`config.mk`:
```
export PLATFORM = sky130hd
export DESIGN_NAME = io_controller
export DESIGN_NICKNAME = d
export VERILOG_FILES = /design/src/io_pkg.sv /design/src/bus_pkg.sv /design/src/io_controller.sv
export SDC_FILE = /design/constraint.sdc
export NUM_CORES = 1
export LEC_CHECK = 0
export BUFFER_PORTS_ARGS = -buffer_cell sky130_fd_sc_hd__buf_2
export CAP_MARGIN = 20
export CORE_MARGIN = 3
export CORE_UTILIZATION = 30
export CTS_BUF_LIST = sky130_fd_sc_hd__clkbuf_4
export DETAILED_ROUTE_END_ITERATION = 7
export HOLD_SLACK_MARGIN = 0.12
export PLACE_DENSITY = 0.53
export SLEW_MARGIN = 20
export SYNTH_ARGS = -nofsm -noshare
export SYNTH_HDL_FRONTEND = slang
export SYNTH_SLANG_ARGS = --single-unit
```
`constraint.sdc`:
```
create_clock -name clk -period 2.8 [get_ports clk]
set_input_delay 0.14 -clock clk [delete_from_list [all_inputs] [get_ports clk]]
set_output_delay 0.14 -clock clk [all_outputs]
set_load 0.005 [all_outputs]
```
`src/io_pkg.sv`:
```
package io_pkg;

  // word offsets, taken from address bits 3:2
  localparam logic [1:0] io_reg_sw  = 2'd0;
  localparam logic [1:0] io_reg_led = 2'd1;
  localparam logic [1:0] io_reg_set = 2'd2;  // OR into LEDs
  localparam logic [1:0] io_reg_clr = 2'd3;  // clear LED bits

  // switch and LED widths
  localparam int sw_w  = 16;
  localparam int led_w = 16;

endpackage

```
`src/bus_pkg.sv`:
```
package bus_pkg;

  // bus widths
  localparam int addr_w = 32;
  localparam int data_w = 32;
  localparam int be_w   = 4;   // one enable per byte lane

  // width of the region field at the top of the address
  localparam int region_w = 4;

  // chipselect codes driven by the bus controller
  typedef enum logic [7:0] {
    cs_none = 8'd0,
    cs_vect = 8'd1,
    cs_ram  = 8'd3,
    cs_io   = 8'd4
  } cs_t;

  // top address nibble values
  localparam logic [region_w-1:0] region_vect_ram = 4'd0;  // vectors or RAM, per map
  localparam logic [region_w-1:0] region_ram      = 4'd3;
  localparam logic [region_w-1:0] region_io       = 4'd4;

endpackage
```
`src/io_controller.sv`:
```
module io_controller (
  input  logic                       clk,
  input  logic                       rst_n,
  input  logic                       read,
  input  logic                       write,
  input  logic [1:0]                 address,
  input  logic [bus_pkg::data_w-1:0] writedata,
  input  logic [bus_pkg::be_w-1:0]   be,
  input  logic [io_pkg::sw_w-1:0]    sw,
  output logic [bus_pkg::data_w-1:0] readdata,
  output logic [io_pkg::led_w-1:0]   leds
);

  import bus_pkg::*;
  import io_pkg::*;

  logic [sw_w-1:0]   sw_q;       // switches, one register stage
  logic [led_w-1:0]  led_q;
  logic [data_w-1:0] lane_mask;
  logic [led_w-1:0]  led_mask;
  logic [led_w-1:0]  wbits;

  // byte enables spread out to a bit mask
  always_comb begin
    for (int b = 0; b < be_w; b++) begin
      lane_mask[8*b +: 8] = {8{be[b]}};
    end
  end

  assign led_mask = lane_mask[led_w-1:0];
  assign wbits    = writedata[led_w-1:0];

  always_ff @(posedge clk) begin
    sw_q <= sw;
  end

  always_ff @(posedge clk or negedge rst_n) begin
    if (!rst_n) begin
      led_q <= '0;
    end else if (write) begin
      case (address)
        io_reg_led: led_q <= (led_q & ~led_mask) | (wbits & led_mask);
        io_reg_set: led_q <= led_q | wbits;
        io_reg_clr: led_q <= led_q & ~wbits;
        default:    led_q <= led_q;  // switch offset is read only
      endcase
    end
  end

  // LED, set and clear offsets all read back the LED register
  always_ff @(posedge clk) begin
    if (read) begin
      if (address == io_reg_sw) begin
        readdata <= data_w'(sw_q);
      end else begin
        readdata <= data_w'(led_q);
      end
    end
  end

  assign leds = led_q;

endmodule

```
==> metrics.csv <==
stage;metric;value;unit
clock_tree;Clock Latency Late Sink;0.37;ns
floorplanning;Die Area;8220;um2
clock_tree;Clock Path Buffers;2;
synth;Synth Warn #;0;
worst_setup_path;Setup CP Type;register to output port;
worst_setup_path;Slowest cell on crit path;dfrtp_1;
final_layout;most frequent cells in the layout;buf_2 (71), dlygate4sd3_1 (33);
floorplanning;Core Area;6870;um2
final_layout;layout cell share with drive strength beyond 1;0.414;
synth;synthesized area;2150;um2
sta;Setup violations, final;0;
floorplanning;Starting Density;0.313;
final_layout;synth-to-layout area growth;33.9;%
clock_tree;post-CTS resize count;0;
drt;# DRC;0;
clock_tree;CTS Hold Bufs;33;
worst_setup_path;Setup crit end kind;output port;
synth;post-synthesis sequential area ratio;0.559;
sta;setup TNS;0;ns
floorplanning;Die Y;90.6;um
sta;RSZ-0062 raised after global routing;no;
drt;antenna-violating nets left;0;
clock_tree;CTS tree;built;
worst_setup_path;Crit path required time;2.66;ns
clock_tree;clk sinks;48;
grt;antenna violations before repair;0;
worst_setup_path;CP max stage delay;0.45;ns
drt;vias after detailed routing;1652;
clock_tree;clock-pin transition on the worst setup and hold timing paths;0.15;ns
worst_setup_path;CP Buf/Inv Count;1;
drt;drt wl/cell;14.8;um
worst_setup_path;worst path cell trace;buf_2;
clock_tree;Post-CTS Repair Setup Buffers;0;
grt;pin count of the biggest net entering global routing;35;
sta;Final min period;1.11;ns
floorplanning;die span in x;90.6;um
final_layout;non-filler cells, final;359;
clock_tree;number of buffers created by CTS;5;
run_status;status;completed;
worst_setup_path;stages on the worst setup path;1;
place;GPL Wtd Cong;0.632;
worst_setup_path;Critical Path Start Type;register;
sta;Final Max Tran Viols;0;
grt;Overflow after GRT;0;
floorplanning;row count;30;
drt;Iter 0 DRT Violations;51;
clock_tree;clock root buffer;clkbuf_4;
final_layout;multi-input logic area;810;um2
pwr;VDD IR-drop max;0.000199;V
pwr;Pwr Density;548;nW/um2
worst_setup_path;worst path arrival time;0.97;ns
final_layout;leading cell type in the layout, fill and taps excluded;buf_2;
synth;Avg Cell Area, Syn;13.2;um2
drt;drt total wl;5.31;mm
grt;GRT Util Overall;0.129;
synth;Cells after Synth;163;
final_layout;register area;1200;um2
final_layout;fill count;691;
drt;vias per inst;4.60;
sta;final hold vios;0;
worst_setup_path;CP Max Fanout;4;
pwr;P_leak;0.00130;uW
flow_run;maxcap violations;0;
place;IO Port Bufs;71;
synth;Yosys cell types;21;
sta;fin crit share;0.396;
final_layout;Net count, final;320;
grt;vias in the first global route;1577;
floorplanning;num ports;106;
final_layout;diode count;0;
synth;register bit total from synthesis;48;
worst_hold_path;min-delay worst type;input pin to async pin;
drt;first-pass detailed-route iteration total;4;
place;placed insts;318;
pwr;Total Power;1580;uW
grt;global-route wire length before repair;8.23;mm
sta;Tightest Pin Transition;0.748;ns
sta;hold_ws;0.210;ns
clock_tree;H-Tree Depth;2;
sta;final setup skew;0.0159;ns
sta;Fmax;902;MHz
worst_setup_path;CP delay by family, top;flip-flops;
sta;Slew HR;0.501;
worst_setup_path;cell depth of the worst flop-to-flop path;1;
place;post-detail-place hpwl;3.43;mm
[layer usage]
layer / GRT usage / vias up / routed length [um]
li1: - / 797 / -
met4: 0.0497 / 0 / 61
met5: 0 / - / 0
met1: 0.170 / 781 / 2390
met2: 0.198 / 69 / 2470
met3: 0.0383 / 5 / 386
[path summary, 6_finish.rpt]
check / from / to / slack (ns)
max: register / leds[8] / 1.69
min: rst_n / async pin / 0.21
max reg2reg: register / readdata[13] / 1.83
min reg2reg: sw_q[12] / readdata[12] / 0.54
max in group asynchronous: rst_n / async pin / 2.27
min in group clk: read / readdata[7] / 0.21
[report_power, final]
part	internal, uW	leakage (uW)	switching [uW]	total (uW)
Clock	107	0.0000317	225	332
Sequential	822	0.000490	61.2	883
Combinational	206	0.000780	156	362
[per-stage QoR]
step | worst slack, ns | utilization | cell area (um2)
3_3_place_gp | 1.29 | 0.362 | 2490
6_report | 1.69 | 0.419 | 2880
4_1_cts | 1.66 | 0.419 | 2880
3_5_place_dp | 1.28 | 0.362 | 2490
2_1_floorplan | 1.65 | - | 2210
5_1_grt | 1.63 | 0.419 | 2880
[layout make-up]
cell class,instances,area share
flip-flops and latches,48,0.417
multi-input cells,102,0.281
repair buffers,104,0.238
well taps,96,0.0417
clock buffers,6,0.0157
clock inverters,2,0.00435
inverters,1,0.00130
[synthesized netlist by cell type]
| cell | count | area share |
|---|---|---|
| a211oi_1 | 6 | 0.021 |
| a211oi_2 | 10 | 0.058 |
| a31oi_1 | 16 | 0.047 |
| and2_4 | 1 | 0.0041 |
| and3_1 | 16 | 0.047 |
| buf_1 | 2 | 0.0035 |
| buf_2 | 3 | 0.0070 |
| buf_4 | 17 | 0.059 |
| buf_6 | 3 | 0.016 |
| clkbuf_1 | 2 | 0.0035 |
| conb_1 | 1 | 0.0017 |
| dfrtp_1 | 16 | 0.19 |
| dfxtp_1 | 16 | 0.15 |
| edfxtp_1 | 16 | 0.22 |
| inv_1 | 1 | 0.0017 |
| mux2_2 | 6 | 0.031 |
| mux2_4 | 10 | 0.070 |
| nand2b_1 | 2 | 0.0058 |
| nand3_2 | 2 | 0.0093 |
| nor2_8 | 1 | 0.0093 |
| o22ai_1 | 16 | 0.047 |
[cells by family after synthesis]
group | after synthesis | synth area share
and+or+nand+nor | 22 | 0.0751
muxes | 16 | 0.101
DFF | 48 | 0.559
AOI/OAI and AO/OA | 48 | 0.172
buffers and inverters | 28 | 0.0908
other | 1 | 0.00174
(Power assumes the default switching activity.)
