--- config.mk ---
export PLATFORM = sky130hd
export DESIGN_NAME = bus_controller
export DESIGN_NICKNAME = d
export VERILOG_FILES = /design/src/bus_pkg.sv /design/src/bus_controller.sv
export SDC_FILE = /design/constraint.sdc
export NUM_CORES = 1
export LEC_CHECK = 0
export ABC_AREA = 1
export BUFFER_PORTS_ARGS = -buffer_cell sky130_fd_sc_hd__buf_2
export CORE_ASPECT_RATIO = 1.1
export CORE_MARGIN = 2
export CORE_UTILIZATION = 45
export DETAILED_ROUTE_END_ITERATION = 10
export PLACE_DENSITY = 0.95
export SETUP_SLACK_MARGIN = 0.1
export SLEW_MARGIN = 5
export SYNTH_ARGS = -nofsm -noshare
export SYNTH_HDL_FRONTEND = slang
export SYNTH_SLANG_ARGS = --single-unit
--- constraint.sdc ---
create_clock -name clk -period 3.8 [get_ports clk]
set_clock_uncertainty 0.15 [all_clocks]
set_input_delay 0.57 -clock clk [delete_from_list [all_inputs] [get_ports clk]]
set_output_delay 0.57 -clock clk [all_outputs]
set_load 0.03 [all_outputs]
--- src/bus_pkg.sv ---
package bus_pkg;

  // bus widths
  localparam int addr_w = 32;
  localparam int data_w = 32;
  localparam int be_w   = 4;   // one enable per byte lane

  // width of the region field at the top of the address
  localparam int region_w = 4;

  // chipselect codes driven by the bus controller
  typedef enum logic [7:0] {
    cs_none = 8'd0,
    cs_vect = 8'd1,
    cs_ram  = 8'd3,
    cs_io   = 8'd4
  } cs_t;

  // top address nibble values
  localparam logic [region_w-1:0] region_vect_ram = 4'd0;  // vectors or RAM, per map
  localparam logic [region_w-1:0] region_ram      = 4'd3;
  localparam logic [region_w-1:0] region_io       = 4'd4;

endpackage
--- src/bus_controller.sv ---
module bus_controller (
  input  logic                        clk,
  input  logic                        rst_n,
  input  logic                        map,
  input  logic [bus_pkg::addr_w-1:0]  cpu_address,
  input  logic                        cpu_read,
  input  logic                        cpu_write,
  input  logic [bus_pkg::data_w-1:0]  cpu_writedata,
  input  logic [bus_pkg::be_w-1:0]    cpu_be,
  output logic                        cpu_wait,
  input  logic [bus_pkg::addr_w-1:0]  vga_address,
  input  logic                        vga_read,
  output logic                        vga_wait,
  output logic [bus_pkg::addr_w-1:0]  address,
  output logic [bus_pkg::data_w-1:0]  writedata,
  output logic [bus_pkg::be_w-1:0]    be,
  output logic                        read,
  output logic                        write,
  output bus_pkg::cs_t                chipselect
);

  import bus_pkg::*;

  // arbiter states
  localparam logic [1:0] st_idle = 2'd0;
  localparam logic [1:0] st_busy = 2'd1;  // slave strobe on the bus
  localparam logic [1:0] st_done = 2'd2;  // owner's wait released

  logic [1:0] state;
  logic       owner_vga;  // transaction belongs to the display port
  logic       cpu_req;
  logic       take_vga;
  logic       take_cpu;

  // region to chipselect, map moves region 0 between ROM and RAM
  function automatic cs_t decode(input logic [region_w-1:0] region, input logic map_sel);
    cs_t cs;
    case (region)
      region_vect_ram: cs = map_sel ? cs_vect : cs_ram;
      region_ram:      cs = cs_ram;
      region_io:       cs = cs_io;
      default:         cs = cs_none;
    endcase
    return cs;
  endfunction

  assign cpu_req  = cpu_read | cpu_write;
  assign take_vga = (state == st_idle) && vga_read;   // display port has priority
  assign take_cpu = (state == st_idle) && !vga_read && cpu_req;

  always_ff @(posedge clk or negedge rst_n) begin
    if (!rst_n) begin
      state      <= st_idle;
      owner_vga  <= 1'b0;
      read       <= 1'b0;
      write      <= 1'b0;
      chipselect <= cs_none;
    end else begin
      case (state)
        st_idle: begin
          if (take_vga) begin
            state      <= st_busy;
            owner_vga  <= 1'b1;
            read       <= 1'b1;
            write      <= 1'b0;
            chipselect <= decode(vga_address[addr_w-1 -: region_w], map);
          end else if (take_cpu) begin
            state      <= st_busy;
            owner_vga  <= 1'b0;
            read       <= cpu_read;
            write      <= cpu_write & ~cpu_read;  // a read wins if both are raised
            chipselect <= decode(cpu_address[addr_w-1 -: region_w], map);
          end
        end
        st_busy: begin
          // strobe lasts one cycle only
          read  <= 1'b0;
          write <= 1'b0;
          state <= st_done;
        end
        st_done: begin
          state      <= st_idle;
          chipselect <= cs_none;
        end
        default: begin
          state <= st_idle;
        end
      endcase
    end
  end

  // winner's request, held for the whole transaction
  always_ff @(posedge clk) begin
    if (take_vga) begin
      address <= vga_address;
      be      <= '1;
    end else if (take_cpu) begin
      address   <= cpu_address;
      be        <= cpu_be;
      writedata <= cpu_writedata;
    end
  end

  // wait drops only in the done cycle of the owning master
  assign cpu_wait = !((state == st_done) && !owner_vga);
  assign vga_wait = !((state == st_done) && owner_vga);

endmodule

==> run summary, run 1 <==
status: completed
Residual DRC: 0
Routed wire per std cell: 13.5 um
Final Cell Area: 0.00408 mm^2
switch share: 41.3%
CTS Hold Bufs: 1
Final setup viols: 0
H-Tree Depth: 3
ys flop type: edfxtp_1
Comb power frac: 39.3%
Int Power: 1.85 mW
Psw: 1.30 mW
Req. time, crit path: 3590 ps
FFs w/ async S/R, synth: 10.5%
DR vias: 2426
Total GRT Usage: 18.3%
CP Capture Type: flop
Clock Pin Slew Worst Setup and Hold Paths: 80 ps
Worst setup SP type: flop
Netlist Area Pre-Place: 0.00296 mm^2
Worst Path Arrival: 2220 ps
number of iterations in the first detailed-routing pass: 4
Synth-to-Final Area Change: 37.5%
detailed placer's ending HPWL: 5370 um
sequential power share: 42.6%
Clock Power Share: 18.1%
largest net degree at the start of global routing: 42
Post-synth EDFFs: 64
VDD IR max: 724 uV
CTS max path bufs: 2
vias in the first global route: 2130
Synthesis Warnings: 0
CTS Sinks: 76
post-synth cell types: 21
Die Y: 89.1 um
measured slew at the worst slew-check pin: 1170 ps
remaining antenna violation count after routing: 0
Placed Area: 0.00388 mm^2
final net count: 539
Diodes inserted: 0
f_max: 0.412 GHz
Slew HR: 22.2%
Seq/Total Area, Yosys: 74.3%
Setup CP Type: reg -> reg
flops & latches, synth: 76
Period minus WS final: 2430 ps
Slowest cell on crit path: inv_1
Worst Path Max Fanout: 33
# port buffers: 180
# Post-CTS Setup Buffers: 0
Initial Utilization: 45.8%
CORE AREA: 0.00648 mm^2
Initial DRC Count: 149
Resized cells post-CTS: 0
grt total ovfl: 0
via-per-instance ratio: 4.67
share of cells above drive strength 1: 45.8%
RSZ-0062 raised after global routing: no
Lkg Pwr: 2.01 nW
root buf cell: clkbuf_8
Synth Instances: 249
Inserted Clock Buffers: 9
RePlAce Congestion: 0.780
fin. max-slew vios: 0
first-pass GRT wire length: 9830 um
max_cap viols: 0
Die X-Extent: 81.4 um
setup TNS: 0 ps
endpoints failing hold: 0
routed wire length: 7030 um
critical-path cell list: nor3_1 > o21ai_0 > inv_1
worst min-delay path category: in -> reg
CTS tree: yes
PD cells: 773 mW/mm^2
Final Cycle Share: 63.9%
Fillers: 494
delay of the slowest critical-path stage: 940 ps
clock latency on the worst-skew pair: 330 ps
num rows: 31
IO Pins: 186
Syn Area/Cell: 11.9 um^2
Die ar.: 0.00725 mm^2
initial antenna violation count: 0
==> power groups by stage <==
| stage | sequential, mW | clock (mW) | combinational (mW) |
|---|---|---|---|
| detailed placement | 1.36 | 0 | 1.25 |
| CTS | 1.34 | 0.582 | 1.25 |
| finish | 1.34 | 0.571 | 1.24 |
| floorplan | 1.85 | 0 | 0.391 |
| global route | 1.37 | 0.619 | 1.34 |
| global placement | 1.35 | 0 | 1.21 |
==> logic make-up after synthesis <==
logic type	share of synthesized area (%)
AOI/OAI and AO/OA	1.86
buffers and inverters	4.60
DFF	74.3
other	0.127
and+or+nand+nor	19.1
==> state kept, by name, summed over array words and instances (netlist names) <==
signal / flops
chipselect: 3
state: 2
be: 4
read: 1
owner_vga: 1
writedata: 32
write: 1
address: 32
==> synthesized netlist by cell type (2+ instances only) <==
cell type	number	area, um^2
buf_6	3	33.8
nand3_1	10	50.1
nand2_1	117	439
nand2_2	2	12.5
nor3_1	2	10.0
o21ai_0	4	20.0
o22ai_1	3	18.8
dfrtp_1	8	200
buf_4	8	60.1
dfxtp_1	4	80.1
edfxtp_1	64	1920
nor2_1	7	26.3
inv_1	9	33.8
==> layout by cell type, fill, tap and decap left out, types with 2 or more instances in the layout <==
| master | instances |
|---|---|
| dfrtp_1 | 8 |
| o22ai_1 | 3 |
| buf_2 | 180 |
| o21ai_0 | 4 |
| clkbuf_8 | 9 |
| nand3_1 | 10 |
| clkinvlp_4 | 2 |
| conb_1 | 5 |
| nand2_2 | 2 |
| nor2_1 | 7 |
| inv_1 | 9 |
| nor3_1 | 2 |
| nand2_1 | 117 |
| dfxtp_1 | 4 |
| edfxtp_1 | 64 |
==> final cells by class <==
class	instances	area (um^2)	share of cell area, %
well taps	82	103	2.52
multi-input cells	155	641	15.7
flip-flops and latches	76	2200	54.0
clock buffers	10	128	3.13
repair buffers	181	911	22.4
inverters	10	37.5	0.921
clock inverters	5	53.8	1.32
==> per-stage QoR <==
| stage | util [%] | instances | total power, mW | worst slack [ps] | hold WS, ps |
|---|---|---|---|---|---|
| detailed placement | 60.0 | 503 | 2.61 | 1140 | 274 |
| finish | 62.9 | 519 | 3.15 | 1370 | 257 |
| floorplan | - | 253 | 2.24 | 1710 | 124 |
| global placement | 60.0 | 503 | 2.57 | 1330 | 266 |
| CTS | 62.9 | 519 | 3.17 | 1350 | 242 |
| global route | 62.9 | 519 | 3.33 | 1170 | 237 |
==> critical path: cells and delay by family, from the launching register on <==
kind | cells | cell delay, ps
compound gates | 1 | 290
buf+inv | 1 | 940
flops | 1 | 430
simple gates | 1 | 220
==> worst paths after layout <==
| check | startpoint | end | slack (ps) | depth (start not counted) |
|---|---|---|---|---|
| worst max register to register | state[1] | writedata[29] | 1370 | 3 |
| worst min-delay path | cpu_writedata[12] | writedata[12] | 260 | 1 |
| max in group asynchronous | rst_n | chipselect[0] | 2870 | 2 |
| worst min register to register | read | read | 330 | 2 |
| min in group asynchronous | rst_n | state[1] | 450 | 2 |
| worst max-delay path | state[1] | writedata[29] | 1370 | 3 |
==> routing by layer <==
metal	global-route usage, %	routed length [um]
met1	22.3	2760
met2	31.4	3570
met3	3.43	532
met4	8.78	166
met5	0	0
No activity file was read; power rests on OpenSTA's default activity.
==> run 2: changes to the inputs <==
Settings changed: CORE_UTILIZATION 45 to 42, PLACE_DENSITY 0.95 to 0.91.
Clock period 3.8 ns to 2.5 ns, I/O delays scaled along.
==> run summary, run 2 (synthesized netlist as in run 1, its figures left out) <==
Clock Pin Slew Worst Setup and Hold Paths: 80 ps
Placed Area: 0.00390 mm^2
Total GRT Usage: 18.6%
Routed wire per std cell: 13.8 um
Initial DRC Count: 125
status: completed
IO Pins: 186
CTS max path bufs: 2
setup TNS: 0 ps
Synth-to-Final Area Change: 41.1%
Final Cycle Share: 73.7%
Req. time, crit path: 2350 ps
grt total ovfl: 0
via-per-instance ratio: 4.67
RePlAce Congestion: 0.867
Fillers: 581
num rows: 32
first-pass GRT wire length: 11000 um
CTS tree: yes
Residual DRC: 0
VDD IR max: 925 uV
Slew HR: 63.6%
Initial Utilization: 42.8%
root buf cell: clkbuf_8
Die X-Extent: 84.1 um
Final Cell Area: 0.00418 mm^2
initial antenna violation count: 0
Lkg Pwr: 2.06 nW
f_max: 0.543 GHz
detailed placer's ending HPWL: 5480 um
Inserted Clock Buffers: 9
DR vias: 2454
H-Tree Depth: 3
routed wire length: 7260 um
clock latency on the worst-skew pair: 340 ps
Setup CP Type: reg -> reg
Final Core Density: 60.4%
measured slew at the worst slew-check pin: 541 ps
Worst Path Max Fanout: 33
Die ar.: 0.00775 mm^2
Final setup viols: 0
Resized cells post-CTS: 0
share of cells above drive strength 1: 46.6%
PD cells: 1230 mW/mm^2
CORE AREA: 0.00693 mm^2
vias in the first global route: 2311
fin. max-slew vios: 0
CTS Sinks: 76
Worst setup SP type: flop
endpoints failing hold: 0
final net count: 541
Worst Path Arrival: 1690 ps
Diodes inserted: 0
Die Y: 92.1 um
commonest non-fill, non-tap cell in the layout: buf_2
# Post-CTS Setup Buffers: 0
Period minus WS final: 1840 ps
largest net degree at the start of global routing: 42
most frequent cells in the layout: buf_2, nand2_1, edfxtp_1
non-filler cells, final: 525
remaining antenna violation count after routing: 0
biggest regs: address (32), writedata (32), be (4)
RSZ-0062 raised after global routing: no
CP Capture Type: flop
dpl cells: 508
number of iterations in the first detailed-routing pass: 4
worst min-delay path category: in -> reg
max_cap viols: 0
# port buffers: 180
run 2: changes by cell type in the layout (fill, tap and decap cells not counted), sizes merged:
| cell | before | now |
|---|---|---|
| buf | 180 | 182 |
| bufinv | 1 | 4 |
| clkbuf | 10 | 9 |
| clkinv | 2 | 0 |
| clkinvlp | 2 | 1 |
| inv | 10 | 12 |
run 2: critical path: stages (launching register included):
cell     delay [ps]
dfrtp_1         440
nor3_1          190
o21ai_0         230
inv_1           100
buf_4           370
run 2: report_power, final:
part	internal, mW	switching, mW	leakage [nW]
Sequential	1.91	0.132	0.744
Clock	0.771	0.461	0.130
Combinational	0.458	1.42	1.19
run 2: repair_timing:
action / in CTS / in global routing
setup endpoints to repair: 0 / 0
hold buffers: 1 / 0
hold endpoints to repair: 8 / 0
run 2: layer usage:
| layer | global-route usage, % | vias to the layer above | wire [um] |
|---|---|---|---|
| li1 | - | 1188 | - |
| met2 | 32.1 | 128 | 3760 |
| met1 | 21.8 | 1127 | 2780 |
| met4 | 7.12 | 0 | 124 |
| met5 | 0 | - | 0 |
| met3 | 5.49 | 11 | 588 |
run 2: layout make-up:
| type | count | area (um^2) | share of cell area [%] |
|---|---|---|---|
| clock buffers | 9 | 124 | 2.96 |
| clock inverters | 7 | 145 | 3.47 |
| inverters | 10 | 37.5 | 0.898 |
| repair buffers | 183 | 926 | 22.1 |
| well taps | 85 | 106 | 2.54 |
| multi-input cells | 155 | 641 | 15.3 |
| flip-flops and latches | 76 | 2200 | 52.7 |
run 2: stage by stage:
stage	total power, mW	setup slack (ps)	hold WS [ps]
finish	5.15	657	49.9
global route	5.41	511	20.3
floorplan	3.41	507	-70.6
global placement	3.91	675	71.8
detailed placement	3.97	640	76.5
CTS	5.21	645	23.9
run 2: final timing paths:
kind                                    from             to  slack (ps)  depth (start not counted)
setup / recovery                    state[1]  writedata[24]         660                          4
hold / removal             cpu_writedata[17]  writedata[17]          50                          1
setup reg to reg                    state[1]  writedata[24]         660                          4
hold reg to reg                        be[0]          be[0]         340                          2
max in group asynchronous              rst_n  chipselect[2]        1780                          2
min in group asynchronous              rst_n           read         250                          2
==> run 3: changes to the inputs <==
Settings changed: ABC_AREA 1 to 0, CORE_UTILIZATION 42 to 38, PLACE_DENSITY 0.91 to 0.88.
Clock period 2.5 ns to 1.64 ns, I/O delays scaled along.
==> run summary, run 3 <==
f_max: 0.541 GHz
Inserted Clock Buffers: 9
RePlAce Congestion: 0.863
PD cells: 1750 mW/mm^2
Synth area leaders: edfxtp_1, mux2_2, dfrtp_1
Slowest cell on crit path: dfrtp_2
Req. time, crit path: 1240 ps
WHS Endpoint: address[20]
number of iterations in the first detailed-routing pass: 4
RSZ-0062 raised after global routing: yes
Syn Area/Cell: 17.8 um^2
Initial Utilization: 39.3%
violated checks: setup timing
vias in the first global route: 2484
Total GRT Usage: 20.7%
num rows: 33
max_cap viols: 0
flops & latches, synth: 76
dpl cells: 454
routed wire length: 9320 um
Initial DRC Count: 110
fin. max-slew vios: 0
top cell type by total area after synthesis: edfxtp_1
CTS max path bufs: 2
Post-synth top cells: edfxtp_1, mux2_2, mux2_1, dfrtp_1, nor2_1
min-delay src: vga_address[20]
CTS Sinks: 76
reg2reg end: address[0]
final net count: 530
CP Capture Type: output port
FFs w/ async S/R, synth: 10.5%
Worst Path Arrival: 1450 ps
VDD IR max: 789 uV
WHS Path Cells: 2
Final Core Density: 70.0%
Worst setup SP type: flop
CORE AREA: 0.00747 mm^2
Worst Hold Slack: 29.9 ps
most frequent cells in the layout: buf_2, edfxtp_1, dlygate4sd3_1
H-Tree Depth: 3
Worst Path Max Fanout: 3
Routed wire per std cell: 17.5 um
Seq/Total Area, Yosys: 75.1%
Lkg Pwr: 2.37 nW
reg-to-reg slack, setup: -160 ps
Diodes inserted: 0
IO Pins: 186
Reg2Reg Depth: 5
initial antenna violation count: 0
share of cells above drive strength 1: 64.8%
Period minus WS final: 1850 ps
Clock Pin Slew Worst Setup and Hold Paths: 90 ps
reg2reg start: state[1]
largest net degree at the start of global routing: 33
status: finished, violations left
non-filler cells, final: 534
Final WS setup: -210 ps
detailed placer's ending HPWL: 5500 um
post-synth cell types: 32
Fillers: 477
via-per-instance ratio: 4.69
top-area cell type share of the netlist area: 65.5%
clock latency on the worst-skew pair: 350 ps
CTS tree: yes
Synth Instances: 165
CP dominant cell by count: buf_6
Die X-Extent: 87.8 um
Synthesis Warnings: 0
Final Cycle Share: 113%
remaining antenna violation count after routing: 0
worst min-delay path category: in -> reg
delay of the slowest critical-path stage: 450 ps
Synth-to-Final Area Change: 78.2%
biggest regs: address (32), writedata (32), be (4)
Residual DRC: 0
grt total ovfl: 0
critical-path cell list: buf_6 > or3_4 > buf_6
DR vias: 2503
Post-synth EDFFs: 64
cell with the most instances after synthesis: edfxtp_1
Die ar.: 0.00844 mm^2
commonest non-fill, non-tap cell in the layout: buf_2
first-pass GRT wire length: 12700 um
Final setup viols: 105
Netlist Area Pre-Place: 0.00293 mm^2
# port buffers: 180
Pwr Total: 9.16 mW
Setup CP Type: reg -> out
endpoints failing hold: 0
ys flop type: edfxtp_1
Die Y: 96.2 um
root buf cell: clkbuf_8
==> run 3: cell count changes in the layout (fill, tap and decap cells not counted), moves of 5 or more <==
cell	change
nand3_1	-8
dlygate4sd3_1	+35
buf_4	+9
buf_12	+5
inv_1	-6
buf_6	+17
nand2_1	-114
mux2_4	+32
==> run 3: final cells by class <==
cell class	instances	area, um^2	share of cell area [%]
clock buffers	10	128	2.44
clock inverters	6	138	2.63
inverters	5	22.5	0.431
multi-input cells	79	826	15.8
flip-flops and latches	76	2200	42.1
well taps	105	131	2.51
repair buffers	253	1780	34.1
==> run 3: through the flow <==
step	setup WS [ps]	TNS [ps]	cell area, um^2
4_1_cts	-163	-11360	5040
3_3_place_gp	-42.8	-2050	4160
5_1_grt	-248	-18220	5230
2_1_floorplan	-296	-16600	3110
3_5_place_dp	-84.7	-3690	4160
6_report	-210	-11930	5230
==> run 3: power by group <==
part           switching, mW  internal [mW]
Combinational           2.34           1.87
Sequential             0.215           2.86
Clock                  0.711           1.17
Total                   3.26           5.90
==> run 3: timing repair <==
| action | in CTS | in global routing |
|---|---|---|
| hold buffers | 36 | 0 |
| buffers inserted | 14 | 7 |
| endpoints found under the setup margin | 105 | 106 |
| cloned | 4 | 5 |
| pin swaps | 1 | 11 |
| hold endpoints to repair | 43 | 0 |
| gates resized for setup | 20 | 14 |
==> run 3: worst max-delay path, delay by kind of cell (launching register included) <==
kind / cells / cell delay (ps)
buffers and inverters: 2 / 280
AND/OR/NAND/NOR: 1 / 380
flip-flops: 1 / 450
==> run 3: logic make-up (layout without fill, tap and decap cells) <==
family,Yosys count,count (layout),synth area share [%]
multiplexers,32,32,12.3
buffers and inverters,14,274,3.03
flip-flops,76,76,75.1
XOR/XNOR,2,2,0.597
other,1,5,0.128
AO/OA/AOI/OAI,18,18,4.61
AND/OR/NAND/NOR,22,22,4.31
==> run 3: how the worst max path moves through the flow <==
stage | startpoint | endpoint | slack (ps)
final | state[0] | cpu_wait | -210
after global routing | state[0] | cpu_wait | -250
after CTS | state[1] | cpu_wait | -160
after detailed placement | state[0] | address[26] | -80
after global placement | state[0] | address[25] | -40
after floorplan | state[0] | chipselect[1] | -300
==> run 3: routing by layer <==
metal	global-route usage (%)	up-vias	part of all wire (%)
met1	22.8	1186	37
met2	36.0	151	51
li1	-	1142	-
met3	5.75	24	8.6
met4	11.4	0	3.2
met5	0	-	0
